### src/logic/logo_pkg.sv
package logo_pkg;

   // ------------------------------
   // shared types
   // ------------------------------
   // screen coordinate, pixel or line
   typedef logic [9:0] coord_t;
   // bit 2 red, bit 1 green, bit 0 blue
   typedef logic [2:0] rgb_t;
   typedef logic [1:0] glyph_id_t;
   typedef logic [3:0] row_idx_t;
   // bit n is pixel column n from the left edge
   typedef logic [31:0] glyph_row_t;

   // glyph size in pixels
   localparam int GLYPH_W = 32;
   localparam int GLYPH_H = 16;

   // ------------------------------
   // 640x480 timing
   // ------------------------------
   localparam int H_ACTIVE = 640;
   localparam int H_FRONT  = 16;
   localparam int H_SYNC   = 96;
   localparam int H_BACK   = 48;
   localparam int H_TOTAL  = H_ACTIVE + H_FRONT + H_SYNC + H_BACK;
   // vertical, in lines
   localparam int V_ACTIVE = 480;
   localparam int V_FRONT  = 10;
   localparam int V_SYNC   = 2;
   localparam int V_BACK   = 33;
   localparam int V_TOTAL  = V_ACTIVE + V_FRONT + V_SYNC + V_BACK;

   // glyph ids, upper rom address bits
   localparam glyph_id_t GLYPH_ZERO  = 2'd0;
   localparam glyph_id_t GLYPH_ONE   = 2'd1;
   localparam glyph_id_t GLYPH_SEVEN = 2'd2;
   localparam glyph_id_t GLYPH_EIGHT = 2'd3;

endpackage

### src/logic/glyph_fetch_if.sv
`timescale 1ns/1ps

// one row fetch channel, sprite engine to rom arbiter
interface glyph_fetch_if;
   import logo_pkg::*;

   // four-phase handshake
   logic       req;
   logic       ack;
   // request payload, held while req is high
   glyph_id_t  glyph;
   row_idx_t   row;
   // valid while ack is high
   glyph_row_t data;

   modport client (
      output req, glyph, row,
      input  ack, data
   );

   modport target (
      input  req, glyph, row,
      output ack, data
   );

endinterface

### src/logic/glyph_rom.sv
`timescale 1ns/1ps

module glyph_rom (
   input  logic                 clk,
   input  logic [5:0]           rom_addr,
   output logo_pkg::glyph_row_t rom_data
);
   import logo_pkg::*;

   // row shapes, bit 0 is the leftmost column so the literals read mirrored
   localparam glyph_row_t ROW_BAR   = 32'b0000_0000_0001_1111_1111_1000_0000_0000;
   localparam glyph_row_t ROW_WIDE  = 32'b0000_0000_0011_1111_1111_1100_0000_0000;
   localparam glyph_row_t ROW_SIDES = 32'b0000_0000_0011_1000_0001_1100_0000_0000;
   // right stroke, columns 19 to 21
   localparam glyph_row_t ROW_RIGHT = 32'b0000_0000_0011_1000_0000_0000_0000_0000;
   localparam glyph_row_t ROW_MID   = 32'b0000_0000_0000_0111_0000_0000_0000_0000;
   localparam glyph_row_t ROW_STEM  = 32'b0000_0000_0000_0011_1000_0000_0000_0000;
   // hook of the one, leaning left
   localparam glyph_row_t ROW_FLAG  = 32'b0000_0000_0000_0011_1110_0000_0000_0000;
   localparam glyph_row_t ROW_BASE  = 32'b0000_0000_0000_1111_1111_0000_0000_0000;

   glyph_id_t  glyph;
   row_idx_t   row;
   glyph_row_t rom_row;

   // address is glyph id then row
   assign glyph = glyph_id_t'(rom_addr[5:4]);
   assign row   = rom_addr[3:0];

   always_comb
   begin
      rom_row = '0;
      case (glyph)
         GLYPH_ZERO:
            case (row) inside
               4'd0, 4'd15: rom_row = ROW_BAR;
               4'd1, 4'd14: rom_row = ROW_WIDE;
               default:     rom_row = ROW_SIDES;
            endcase
         GLYPH_ONE:
            case (row) inside
               4'd1, 4'd2:   rom_row = ROW_FLAG;
               4'd14, 4'd15: rom_row = ROW_BASE;
               default:      rom_row = ROW_STEM;
            endcase
         GLYPH_SEVEN:
            case (row) inside
               [4'd0:4'd1]: rom_row = ROW_WIDE;
               [4'd2:4'd7]: rom_row = ROW_RIGHT;
               default:     rom_row = ROW_MID;
            endcase
         GLYPH_EIGHT:
            // two stacked loops
            case (row) inside
               4'd0, 4'd7, 4'd8, 4'd15: rom_row = ROW_BAR;
               4'd1, 4'd14:             rom_row = ROW_WIDE;
               default:                 rom_row = ROW_SIDES;
            endcase
         default: rom_row = '0;
      endcase
   end

   // one clock read latency
   always_ff @(posedge clk)
      rom_data <= rom_row;

endmodule

### src/logic/logo_display.sv
`timescale 1ns/1ps

module logo_display #(
   parameter int                  N_SPRITES = 3,
   parameter logo_pkg::rgb_t      BG_RGB    = 3'b001,
   // sprite 0, eight in magenta
   parameter logo_pkg::coord_t    S0_X      = 10'd300,
   parameter logo_pkg::coord_t    S0_Y      = 10'd10,
   parameter logo_pkg::glyph_id_t S0_GLYPH  = logo_pkg::GLYPH_EIGHT,
   parameter logo_pkg::rgb_t      S0_COLOR  = 3'b101,
   // sprite 1, zero in cyan, overlaps sprite 0
   parameter logo_pkg::coord_t    S1_X      = 10'd316,
   parameter logo_pkg::coord_t    S1_Y      = 10'd18,
   parameter logo_pkg::glyph_id_t S1_GLYPH  = logo_pkg::GLYPH_ZERO,
   parameter logo_pkg::rgb_t      S1_COLOR  = 3'b011,
   // sprite 2, seven in yellow, same lines as sprite 0
   parameter logo_pkg::coord_t    S2_X      = 10'd100,
   parameter logo_pkg::coord_t    S2_Y      = 10'd10,
   parameter logo_pkg::glyph_id_t S2_GLYPH  = logo_pkg::GLYPH_SEVEN,
   parameter logo_pkg::rgb_t      S2_COLOR  = 3'b110
) (
   input  logic       clk,
   input  logic       reset,
   output logic       hsync,
   output logic       vsync,
   output logic [2:0] rgb
);
   import logo_pkg::*;

   coord_t               pix_x;
   coord_t               pix_y;
   logic                 active;
   logic                 line_start;
   logic                 raw_hsync;
   logic                 raw_vsync;
   logic [5:0]           rom_addr;
   glyph_row_t           rom_data;
   logic [N_SPRITES-1:0] sprite_on;
   rgb_t                 sprite_rgb [N_SPRITES];

   // one fetch channel per sprite
   glyph_fetch_if fetch_bus [N_SPRITES] ();

   vga_sync u_sync (
      .clk        (clk),
      .reset      (reset),
      .pix_x      (pix_x),
      .pix_y      (pix_y),
      .active     (active),
      .line_start (line_start),
      .hsync      (raw_hsync),
      .vsync      (raw_vsync)
   );

   // ------------------------------
   // shared glyph store
   // ------------------------------
   glyph_rom u_rom (
      .clk      (clk),
      .rom_addr (rom_addr),
      .rom_data (rom_data)
   );

   rom_arbiter #(
      .N_SPRITES (N_SPRITES)
   ) u_arb (
      .clk      (clk),
      .reset    (reset),
      .clients  (fetch_bus),
      .rom_addr (rom_addr),
      .rom_data (rom_data)
   );

   // ------------------------------
   // sprites
   // ------------------------------
   sprite_engine #(
      .X_POS (S0_X),
      .Y_POS (S0_Y),
      .GLYPH (S0_GLYPH),
      .COLOR (S0_COLOR)
   ) u_sprite0 (
      .clk        (clk),
      .reset      (reset),
      .pix_x      (pix_x),
      .pix_y      (pix_y),
      .line_start (line_start),
      .fetch      (fetch_bus[0]),
      .sprite_on  (sprite_on[0]),
      .sprite_rgb (sprite_rgb[0])
   );

   sprite_engine #(
      .X_POS (S1_X),
      .Y_POS (S1_Y),
      .GLYPH (S1_GLYPH),
      .COLOR (S1_COLOR)
   ) u_sprite1 (
      .clk        (clk),
      .reset      (reset),
      .pix_x      (pix_x),
      .pix_y      (pix_y),
      .line_start (line_start),
      .fetch      (fetch_bus[1]),
      .sprite_on  (sprite_on[1]),
      .sprite_rgb (sprite_rgb[1])
   );

   sprite_engine #(
      .X_POS (S2_X),
      .Y_POS (S2_Y),
      .GLYPH (S2_GLYPH),
      .COLOR (S2_COLOR)
   ) u_sprite2 (
      .clk        (clk),
      .reset      (reset),
      .pix_x      (pix_x),
      .pix_y      (pix_y),
      .line_start (line_start),
      .fetch      (fetch_bus[2]),
      .sprite_on  (sprite_on[2]),
      .sprite_rgb (sprite_rgb[2])
   );

   // output colour and syncs, one clock behind the counters
   pixel_compositor #(
      .N_SPRITES (N_SPRITES),
      .BG_RGB    (BG_RGB)
   ) u_comp (
      .clk        (clk),
      .reset      (reset),
      .active     (active),
      .hsync_in   (raw_hsync),
      .vsync_in   (raw_vsync),
      .sprite_on  (sprite_on),
      .sprite_rgb (sprite_rgb),
      .rgb        (rgb),
      .hsync      (hsync),
      .vsync      (vsync)
   );

endmodule

### src/logic/pixel_compositor.sv
`timescale 1ns/1ps

module pixel_compositor #(
   parameter int             N_SPRITES = 3,
   parameter logo_pkg::rgb_t BG_RGB    = 3'b001
) (
   input  logic                 clk,
   input  logic                 reset,
   input  logic                 active,
   input  logic                 hsync_in,
   input  logic                 vsync_in,
   input  logic [N_SPRITES-1:0] sprite_on,
   input  logo_pkg::rgb_t       sprite_rgb [N_SPRITES],
   output logo_pkg::rgb_t       rgb,
   output logic                 hsync,
   output logic                 vsync
);
   import logo_pkg::*;

   rgb_t pixel;

   // ------------------------------
   // priority merge
   // ------------------------------
   always_comb
   begin
      pixel = BG_RGB;
      // walk down so the lowest index wins
      for (int k = N_SPRITES - 1; k >= 0; k--)
         if (sprite_on[k])
            pixel = sprite_rgb[k];
      // black outside the visible area
      if (!active)
         pixel = '0;
   end

   // ------------------------------
   // output stage
   // ------------------------------
   // syncs delayed with the colour so they stay paired
   always_ff @(posedge clk or posedge reset)
   begin
      if (reset)
      begin
         rgb   <= '0;
         hsync <= 1'b1;
         vsync <= 1'b1;
      end
      else
      begin
         rgb   <= pixel;
         hsync <= hsync_in;
         vsync <= vsync_in;
      end
   end

endmodule

### src/logic/rom_arbiter.sv
`timescale 1ns/1ps

module rom_arbiter #(
   parameter int N_SPRITES = 3
) (
   input  logic                 clk,
   input  logic                 reset,
   glyph_fetch_if.target        clients [N_SPRITES],
   output logic [5:0]           rom_addr,
   input  logo_pkg::glyph_row_t rom_data
);
   import logo_pkg::*;

   localparam int IDX_W = (N_SPRITES > 1) ? $clog2(N_SPRITES) : 1;

   // grant, rom read, ack, wait for req low
   typedef enum logic [1:0] {ST_IDLE, ST_READ, ST_ACK, ST_RELEASE} arb_state_t;

   arb_state_t           state;
   logic [IDX_W-1:0]     grant;
   logic [IDX_W-1:0]     pick;
   logic                 found;
   logic                 ack_on;
   logic [N_SPRITES-1:0] req_vec;
   glyph_id_t            glyph_vec [N_SPRITES];
   row_idx_t             row_vec [N_SPRITES];

   // ------------------------------
   // per client wiring
   // ------------------------------
   for (genvar i = 0; i < N_SPRITES; i++)
   begin : g_client
      assign req_vec[i]      = clients[i].req;
      assign glyph_vec[i]    = clients[i].glyph;
      assign row_vec[i]      = clients[i].row;
      // only the granted client sees ack and data
      assign clients[i].ack  = ack_on && (grant == IDX_W'(i));
      assign clients[i].data = (grant == IDX_W'(i)) ? rom_data : '0;
   end

   // round robin, search starts after the last grant
   always_comb
   begin
      int cand;
      found = 1'b0;
      pick  = grant;
      for (int k = 1; k <= N_SPRITES; k++)
      begin
         cand = (int'(grant) + k) % N_SPRITES;
         if (!found && req_vec[cand])
         begin
            found = 1'b1;
            pick  = IDX_W'(cand);
         end
      end
   end

   // ack held through release until req falls
   assign ack_on = (state == ST_ACK) || (state == ST_RELEASE);

   always_ff @(posedge clk or posedge reset)
   begin
      if (reset)
      begin
         state <= ST_IDLE;
         // so client 0 is served first
         grant <= IDX_W'(N_SPRITES - 1);
      end
      else
      begin
         case (state)
            ST_IDLE:
               if (found)
               begin
                  grant <= pick;
                  state <= ST_READ;
               end
            ST_READ:    state <= ST_ACK;
            ST_ACK:     state <= ST_RELEASE;
            ST_RELEASE:
               if (!req_vec[grant])
                  state <= ST_IDLE;
            default:    state <= ST_IDLE;
         endcase
      end
   end

   // address latched at grant, held until the next grant
   always_ff @(posedge clk)
      if (state == ST_IDLE && found)
         rom_addr <= {glyph_vec[pick], row_vec[pick]};

endmodule

### src/logic/sprite_engine.sv
`timescale 1ns/1ps

module sprite_engine #(
   parameter logo_pkg::coord_t    X_POS = 10'd0,
   parameter logo_pkg::coord_t    Y_POS = 10'd0,
   parameter logo_pkg::glyph_id_t GLYPH = logo_pkg::GLYPH_ZERO,
   parameter logo_pkg::rgb_t      COLOR = 3'b111
) (
   input  logic             clk,
   input  logic             reset,
   input  logo_pkg::coord_t pix_x,
   input  logo_pkg::coord_t pix_y,
   input  logic             line_start,
   glyph_fetch_if.client    fetch,
   output logic             sprite_on,
   output logo_pkg::rgb_t   sprite_rgb
);
   import logo_pkg::*;

   localparam int COL_W = $clog2(GLYPH_W);

   typedef enum logic [1:0] {F_IDLE, F_REQ, F_DONE} fetch_state_t;

   fetch_state_t     fstate;
   coord_t           next_y;
   logic             covers;
   logic             line_end;
   logic             in_x;
   logic             req_r;
   row_idx_t         row_r;
   glyph_row_t       fetch_row;
   glyph_row_t       display_row;
   logic [COL_W-1:0] col;

   // ------------------------------
   // next line coverage
   // ------------------------------
   // wraps after the last line of the frame
   assign next_y   = (pix_y == coord_t'(V_TOTAL - 1)) ? '0 : pix_y + 10'd1;
   assign covers   = (next_y >= Y_POS) && (next_y < Y_POS + GLYPH_H);
   // last clock of the line, row goes live at pixel 0
   assign line_end = (pix_x == coord_t'(H_TOTAL - 1));

   // request side of the handshake
   assign fetch.req   = req_r;
   assign fetch.glyph = GLYPH;
   assign fetch.row   = row_r;

   always_ff @(posedge clk or posedge reset)
   begin
      if (reset)
      begin
         fstate <= F_IDLE;
         req_r  <= 1'b0;
      end
      else
      begin
         case (fstate)
            F_IDLE:
               if (line_start && covers)
               begin
                  req_r  <= 1'b1;
                  fstate <= F_REQ;
               end
            // wait until served
            F_REQ:
               if (fetch.ack)
               begin
                  req_r  <= 1'b0;
                  fstate <= F_DONE;
               end
            // no new req before ack is low
            F_DONE:
               if (!fetch.ack)
                  fstate <= F_IDLE;
            default: fstate <= F_IDLE;
         endcase
      end
   end

   // glyph row for the next line
   always_ff @(posedge clk)
      if (line_start && covers)
         row_r <= row_idx_t'(next_y - Y_POS);

   // ------------------------------
   // fetch and display rows
   // ------------------------------
   always_ff @(posedge clk or posedge reset)
   begin
      if (reset)
      begin
         fetch_row   <= '0;
         display_row <= '0;
      end
      else
      begin
         // uncovered line shows nothing
         if (line_start && !covers)
            fetch_row <= '0;
         if (fstate == F_REQ && fetch.ack)
            fetch_row <= fetch.data;
         if (line_end)
            display_row <= fetch_row;
      end
   end

   // ------------------------------
   // pixel lookup
   // ------------------------------
   assign in_x       = (pix_x >= X_POS) && (pix_x < X_POS + GLYPH_W);
   assign col        = COL_W'(pix_x - X_POS);
   assign sprite_on  = in_x && display_row[col];
   assign sprite_rgb = COLOR;

endmodule

### src/logic/vga_sync.sv
`timescale 1ns/1ps

module vga_sync (
   input  logic             clk,
   input  logic             reset,
   output logo_pkg::coord_t pix_x,
   output logo_pkg::coord_t pix_y,
   output logic             active,
   output logic             line_start,
   output logic             hsync,
   output logic             vsync
);
   import logo_pkg::*;

   // sync windows, counted from pixel 0
   localparam int HS_START = H_ACTIVE + H_FRONT;
   localparam int HS_END   = HS_START + H_SYNC;
   localparam int VS_START = V_ACTIVE + V_FRONT;
   localparam int VS_END   = VS_START + V_SYNC;

   coord_t x_next;
   coord_t y_next;
   logic   h_wrap;

   // ------------------------------
   // counter next state
   // ------------------------------
   assign h_wrap = (pix_x == coord_t'(H_TOTAL - 1));
   assign x_next = h_wrap ? '0 : pix_x + 10'd1;

   always_comb
   begin
      y_next = pix_y;
      // line advances only at the end of a line
      if (h_wrap)
         y_next = (pix_y == coord_t'(V_TOTAL - 1)) ? '0 : pix_y + 10'd1;
   end

   // ------------------------------
   // counters and decoded flags
   // ------------------------------
   // flags decoded from next values so they line up with the counters
   always_ff @(posedge clk or posedge reset)
   begin
      if (reset)
      begin
         pix_x      <= '0;
         pix_y      <= '0;
         active     <= 1'b0;
         line_start <= 1'b0;
         hsync      <= 1'b1;
         vsync      <= 1'b1;
      end
      else
      begin
         pix_x      <= x_next;
         pix_y      <= y_next;
         active     <= (x_next < H_ACTIVE) && (y_next < V_ACTIVE);
         // first blanking pixel of every line
         line_start <= (x_next == coord_t'(H_ACTIVE));
         // both syncs active low
         hsync      <= !((x_next >= HS_START) && (x_next < HS_END));
         vsync      <= !((y_next >= VS_START) && (y_next < VS_END));
      end
   end

endmodule

### config.mk
export PLATFORM = sky130hd
export DESIGN_NAME = logo_display
export DESIGN_NICKNAME = d
export VERILOG_FILES = /design/src/logic/logo_pkg.sv /design/src/logic/glyph_fetch_if.sv /design/src/logic/glyph_rom.sv /design/src/logic/logo_display.sv /design/src/logic/pixel_compositor.sv /design/src/logic/rom_arbiter.sv /design/src/logic/sprite_engine.sv /design/src/logic/vga_sync.sv
export SDC_FILE = /design/constraint.sdc
export NUM_CORES = 1
export LEC_CHECK = 0
export BUFFER_PORTS_ARGS = -buffer_cell sky130_fd_sc_hd__buf_4
export CAP_MARGIN = 20
export CORE_ASPECT_RATIO = 0.5
export CORE_UTILIZATION = 57
export DETAILED_ROUTE_END_ITERATION = 10
export PLACE_DENSITY = 0.76
export SYNTH_ARGS = -nofsm -noshare
export SYNTH_HDL_FRONTEND = slang
export SYNTH_SLANG_ARGS = --single-unit
### constraint.sdc
create_clock -name clk -period 2.9 [get_ports clk]
set_clock_uncertainty 0.1 [all_clocks]
set_input_delay 0.29 -clock clk [delete_from_list [all_inputs] [get_ports clk]]
set_output_delay 0.29 -clock clk [all_outputs]
set_load 0.005 [all_outputs]
## After elaboration in Yosys (flattened, before gate mapping)

Index checks and enable logic that the tools add are counted.

| word-level totals | value |
|---|---|
| bits in registers | 280 |
| bits of input ports | 2 |
| output and inout port bits | 5 |
| word-level logic and storage cells | 236 |

| operators by class | value |
|---|---|
| magnitude comparators | 28 |
| muxes and demuxes | 74 |
| $add $sub $neg | 10 |
| equality and inequality tests | 34 |
| bitwise logic cells | 1 |
| reductions and logical operators | 59 |
| divide/modulo/power cells | 3 |

Operator list:

| kind | count |
|---|---|
| two-way mux 32 bit | 12 |
| case mux 32 bit (4 select lines) | 1 |
| less-than comparator 32 x 4 -> 1 bit (second input constant) | 3 |
| modulo 32 x 3 -> 32 bit (second input constant) | 3 |
| less-than comparator 10 x 9 -> 1 bit (second input constant) | 4 |
| equality test 10 bit (second input constant) | 3 |
| greater-or-equal comparator 10 x 9 -> 1 bit (second input constant) | 3 |
| two-way mux 10 bit | 3 |
| two-way mux 2 bit | 15 |
| logical AND 1 bit | 26 |
| two-way mux 22 bit | 1 |
| adder 10 x 1 -> 10 bit (second input constant) | 2 |
| less-than comparator 10 bit (second input constant) | 2 |
| two-way mux 20 bit | 1 |
| two-way mux 19 bit | 1 |
| less-than comparator 5 x 6 -> 1 bit (second input constant) | 3 |
| two-way mux 1 bit | 18 |
| case mux 2 bit (3 select lines) | 3 |
| AND reduction 3 bit | 6 |
| equality test 2 bit (second input constant) | 8 |
| binary-select mux 1 bit (select 5 bit) | 3 |
| equality test 2 x 1 -> 1 bit (second input constant) | 6 |
| equality test 4 bit (second input constant) | 3 |
| logical NOT 2 bit | 6 |
| other kinds (40) | 73 |

## Longest topological paths before layout

| logic depth | value |
|---|---|
| depth after elaboration | 16 |
| mapped depth | 14 |

## By module

A second synthesis with hierarchy kept.

| second synthesis, totals | value |
|---|---|
| cell total of the unflattened synthesis | 1406 |
| area total of the unflattened synthesis | 14870.5 µm² |

By module, submodules not included:

| module | times used | seq. area each (µm²) | cells each | area each (µm²) |
|---|---|---|---|---|
| sprite_engine (u_sprite0) | 1 | 1796.7 | 349 | 3823.7 |
| sprite_engine (u_sprite2) | 1 | 1796.7 | 274 | 3533.4 |
| sprite_engine (u_sprite1) | 1 | 1796.7 | 310 | 3463.3 |
| rom_arbiter | 1 | 281.5 | 237 | 1848.0 |
| vga_sync | 1 | 603.1 | 137 | 1323.8 |
| glyph_rom | 1 | 200.2 | 80 | 658.1 |
| pixel_compositor | 1 | 127.6 | 19 | 220.2 |

## Least setup slack after synthesis

No wires, ideal clock.

| path | value |
|---|---|
| path kind | register to register |
| start point | register u_arb.grant[1] |
| end point | register u_arb.rom_addr[0] (data pin) |
| path buffers | 2 |
| period minus slack after synthesis | 2572 ps |
| arrival time | 2216 ps |
| stages on the path, launching flop included | 11 |
| path slack | 328 ps |
| library setup time | 256 ps |
| cells stage by stage | dfstp_2 -> inv_1 -> ha_1 -> clkbuf_1 -> mux2i_1 -> o221ai_1 -> nor2_1 -> o31a_1 -> clkbuf_1 -> nor2_1 -> a22o_1 |

| on the way | value |
|---|---|
| word-level cells in the longest chain between the ends | 16 |

Ends and longest elaborated chain:

| item | RTL line | source |
|---|---|---|
| start: declaration | rom_arbiter.sv:20 | `logic [IDX_W-1:0] grant;` |
| start signal: assignment | rom_arbiter.sv:67 | `grant <= IDX_W'(N_SPRITES - 1);` |
| start signal: assignment | rom_arbiter.sv:75 | `grant <= pick;` |
| adder 2 x 1 -> 3 bit | rom_arbiter.sv:49 | `cand = (int'(grant) + k) % N_SPRITES;` |
| modulo 32 x 3 -> 32 bit | rom_arbiter.sv:49 |  |
| binary-select mux 1 bit (select 2 bit) | rom_arbiter.sv:50 | `if (!found && req_vec[cand])` |
| two-way mux 1 bit (implied by the code) (2 in a row) | rom_arbiter.sv:50 |  |
| two-way mux 1 bit | rom_arbiter.sv:50 |  |
| logical NOT 1 bit | rom_arbiter.sv:50 |  |
| logical AND 1 bit | rom_arbiter.sv:50 |  |
| two-way mux 1 bit | rom_arbiter.sv:50 |  |
| logical NOT 1 bit | rom_arbiter.sv:50 |  |
| logical AND 1 bit | rom_arbiter.sv:50 |  |
| two-way mux 2 bit * | rom_arbiter.sv:50 |  |
| NOT 2 -> 3 bit (implied by the code) * | rom_arbiter.sv:91 | `rom_addr <= {glyph_vec[pick], row_vec[pick]};` |
| binary-select mux 4 bit (select 2 bit) * | rom_arbiter.sv:91 |  |
| two-way mux 4 bit (implied by the code) * (2 in a row) | rom_arbiter.sv:91 |  |
| end signal: assignment | rom_arbiter.sv:91 |  |
| end: declaration | rom_arbiter.sv:9 | `output logic [5:0] rom_addr,` |

Mark *: on every way between the ends. The rest lies on a longest branch, timed or not. The select of a mux whose other input is x is not followed.
A chain may end at the register's enable or synchronous reset.

## Worst setup path after layout

| path | value |
|---|---|
| start point | register u_sync.pix_y[1] |
| end point | register u_sprite1.row_r[2], in the netlist u_sprite1.fetch.row[2] (enable) |

| on the way | value |
|---|---|
| word-level cells in the longest chain between the ends | 5 |

Ends and longest elaborated chain:

| item | RTL line | source |
|---|---|---|
| start: declaration | vga_sync.sv:7 | `output logo_pkg::coord_t pix_y,` |
| start signal: assignment | vga_sync.sv:57 | `pix_y <= y_next;` |
| adder 10 x 1 -> 10 bit / equality test 10 bit (equally long branches) | sprite_engine.sv:39 | `assign next_y = (pix_y == coord_t'(V_TOTAL - 1)) ? '0 : pix_y + 10'd1;` |
| two-way mux 10 bit * | sprite_engine.sv:39 |  |
| greater-or-equal comparator 10 x 5 -> 1 bit / less-than comparator 10 x 6 -> 1 bit (equally long branches) | sprite_engine.sv:40 | `assign covers = (next_y >= Y_POS) && (next_y < Y_POS + GLYPH_H);` |
| logical AND 1 bit * | sprite_engine.sv:40 |  |
| logical AND 1 bit * | sprite_engine.sv:83 | `if (line_start && covers)` |
| end signal: assignment | sprite_engine.sv:84 | `row_r <= row_idx_t'(next_y - Y_POS);` |
| end: declaration | sprite_engine.sv:30 | `row_idx_t row_r;` |

Mark *: on every way between the ends. The rest lies on a longest branch, timed or not.

==> metrics.txt <==
Setup crit end=u_sprite1.fetch.row[2]; Residual DRC=0; Ys Warns=0; synth unique cells=72; CTS tree=yes; Startpoint Class=flip-flop; initial antenna violation count=0; #FFs+latches synth=126; min Tclk post-route=around 2700 ps; critical path's largest stage delay=between 400 and 500 ps; Final GP Congestion=0.8885; Rows=27; gr ovfl total=0; routed via count=a little over 5k; Post-DRT Antenna Nets=0; critical path fanouts, max=8; DR WL/cell=15.80 µm; Syn Nets=~740; Initial Utilization=between 50 and 60%; Worst R2R Path Depth=8; r2r endpoint=u_sprite1.fetch.row[2]; Die Ht=77.29 µm; list of most frequent post-synthesis cells=nand2_1 (177), dfrtp_1 (97), nor2_1 (71); clock sink count=126; Synth Instances=720; RSZ-0062 raised after global routing=no; prevailing post-synth register cell=dfrtp_1; PnR Total Power=4.026 mW; clock root buffer=clkbuf_16; Pwr Density=550.0 nW/µm²; total wire length=13970 µm; vias per cell=between 5 and 6; Max Freq=0.3736 GHz; Area growth syn-to-layout=13.28%; Overall Global Routing Usage=25.76%; endpoint class of the critical path=flip-flop; leading area contributor after synthesis=dfrtp_1; Mean Syn Cell Area=between 8 and 9 µm²; hpwl dp=9419 µm; vias in the first global route=4817; largest cells by area after synthesis=dfrtp_1 (38%), nand2_1 (10%), edfxtp_1 (6.5%); run status=finished clean; post-synth top area share=between 30 and 40%; Seq/Total Area, Yosys=roughly half; worst slew pin tran=514.9 ps; Worst-path clk slew=60 ps; Setup TNS=0 ps; share of cells above drive strength 1=11.77%; worst slack at placement=roughly 220 ps; CP most frequent cell=inv_1; first-pass GRT wire length=roughly 24000 µm; Top delay family on crit path=simple AND/OR/NAND/NOR gates; Lkg Pwr=3.380 nW; dpl cell area=6684 µm²; die area=11790 µm²; r2r startpoint=u_sync.pix_y[1]; Post-synth EDFFs=14; Slew Viols, Final=0; Reg2Reg Setup Slack=220 ps; CP bufs+invs=2; # setup viols final=0; Worst Hold Class=reg2reg; DR iter-0 viols=459; Critical Path AT=2700 ps; number of diodes=0; core region area=11010 µm²; largest net degree at the start of global routing=50; I/O pins=7; slew margin rel.=65.31%; Nets=745; Max VDD drop=0.0003128 V; Die Width=152.6 µm; worst-path cell chain=inv_1, ha_1, nor4bb_2, and4_1, or2_1, o311ai_2, nand3_1, inv_1; period utilization=92.29%; Finished Cell Area=7321 µm²; fill cell count=862; fin cells=884; Pre-Repair DR Iteration Count=5; max_cap viols=0; CTS buffer count=17; critical path type=reg2reg; Clock Latency Late Sink=420 ps; H-Tree Level Count=4; cell with the most instances after synthesis=nand2_1; WP data required=between 2000 and 3000 ps; ys async rst share=between 80% and 90%; final hold violation count=0; critical path depth=8; Final WS setup=223.5 ps; clock tree buffer depth=2; post-synthesis cell area=6462 µm²; IO Port Bufs=6; Slowest-stage cell, CP=dfrtp_1; CP startpoint=u_sync.pix_y[1]; placed cells=851
-- area by class of cell --
class	count	area, µm²	area share [%]
clock inverter	12	160.2	2.188
multi-input combinational	529	3020	41.26
sequential	126	3181	43.45
timing repair buffer	28	225.2	3.076
clock buffer	20	456.7	6.238
inverter	24	96.34	1.316
tap	145	181.4	2.478
-- layer usage --
metal | vias to the layer above | global-route usage [%] | part of all wire [%]
met4 | 0 | 11.72 | 1.8
li1 | 2466 | - | -
met5 | - | 0 | 0
met1 | 2429 | 34.47 | 48
met2 | 138 | 41.06 | 46
met3 | 28 | 4.862 | 4.1
-- how the worst min path moves through the flow --
| stage | start | endpoint | slack, ps | depth (start not counted) |
|---|---|---|---|---|
| 5_1_grt | u_sync.hsync | u_comp.hsync | 260 | 0 |
| 4_1_cts | u_sync.hsync | u_comp.hsync | 260 | 0 |
| 6_report | u_sync.hsync | u_comp.hsync | 260 | 0 |
| 2_1_floorplan | u_sync.hsync | u_comp.hsync | 250 | 0 |
| 3_5_place_dp | u_sync.vsync | u_comp.vsync | 250 | 0 |
| 3_3_place_gp | u_sync.hsync | u_comp.hsync | 250 | 0 |
-- worst reg2reg max path, delay by kind of cell (launching register included) --
family	cells	cell delay, ps
AND/OR/NAND/NOR	4	970
flip-flops	1	470
AO/OA/AOI/OAI	1	400
buffers and inverters	2	260
adder cells (fa/ha/maj)	1	170
-- power breakdown --
part | internal [mW] | switching, mW
Combinational | 0.00657 | 0.0282
Sequential | 1.78 | 0
Clock | 1.40 | 0.807
-- repair_timing --
action / 4_1_cts / 5_1_grt
buffers inserted: 0 / 0
hold endpoints to repair: 21 / 0
hold buffers: 1 / 0
gates resized for setup: 0 / 3
setup endpoints to repair: 0 / 29
-- layout by cell type (no fill, tap or decap), types with 14 or more instances in the layout --
master	Yosys	routed
o21ai_0	26	26
nor3_1	18	18
a21oi_1	42	42
ha_1	17	17
inv_1	22	21
dfrtp_1	97	96
nand2_1	177	176
clkbuf_16	0	17
edfxtp_1	14	14
buf_4	1	26
mux2i_1	15	15
nor2_1	71	70
-- stage by stage --
| stage | hold slack, ps | util (%) |
|---|---|---|
| after CTS | 260.1 | 66.38 |
| final | 259.5 | 66.47 |
| after floorplan | 245.2 | - |
| after global placement | 246.1 | 60.69 |
| after global routing | 260.6 | 66.47 |
| after detailed placement | 247.5 | 60.69 |
-- cell families after synthesis --
family	Yosys count	synth area share (%)
AO/OA/AOI/OAI	133	13.44
XOR/XNOR	24	3.369
adder cells (fa/ha/maj)	17	3.291
buffers and inverters	65	4.240
flip-flops	126	49.20
multiplexers	23	3.717
AND/OR/NAND/NOR	332	22.75
Power figures use the tool's default switching activity.
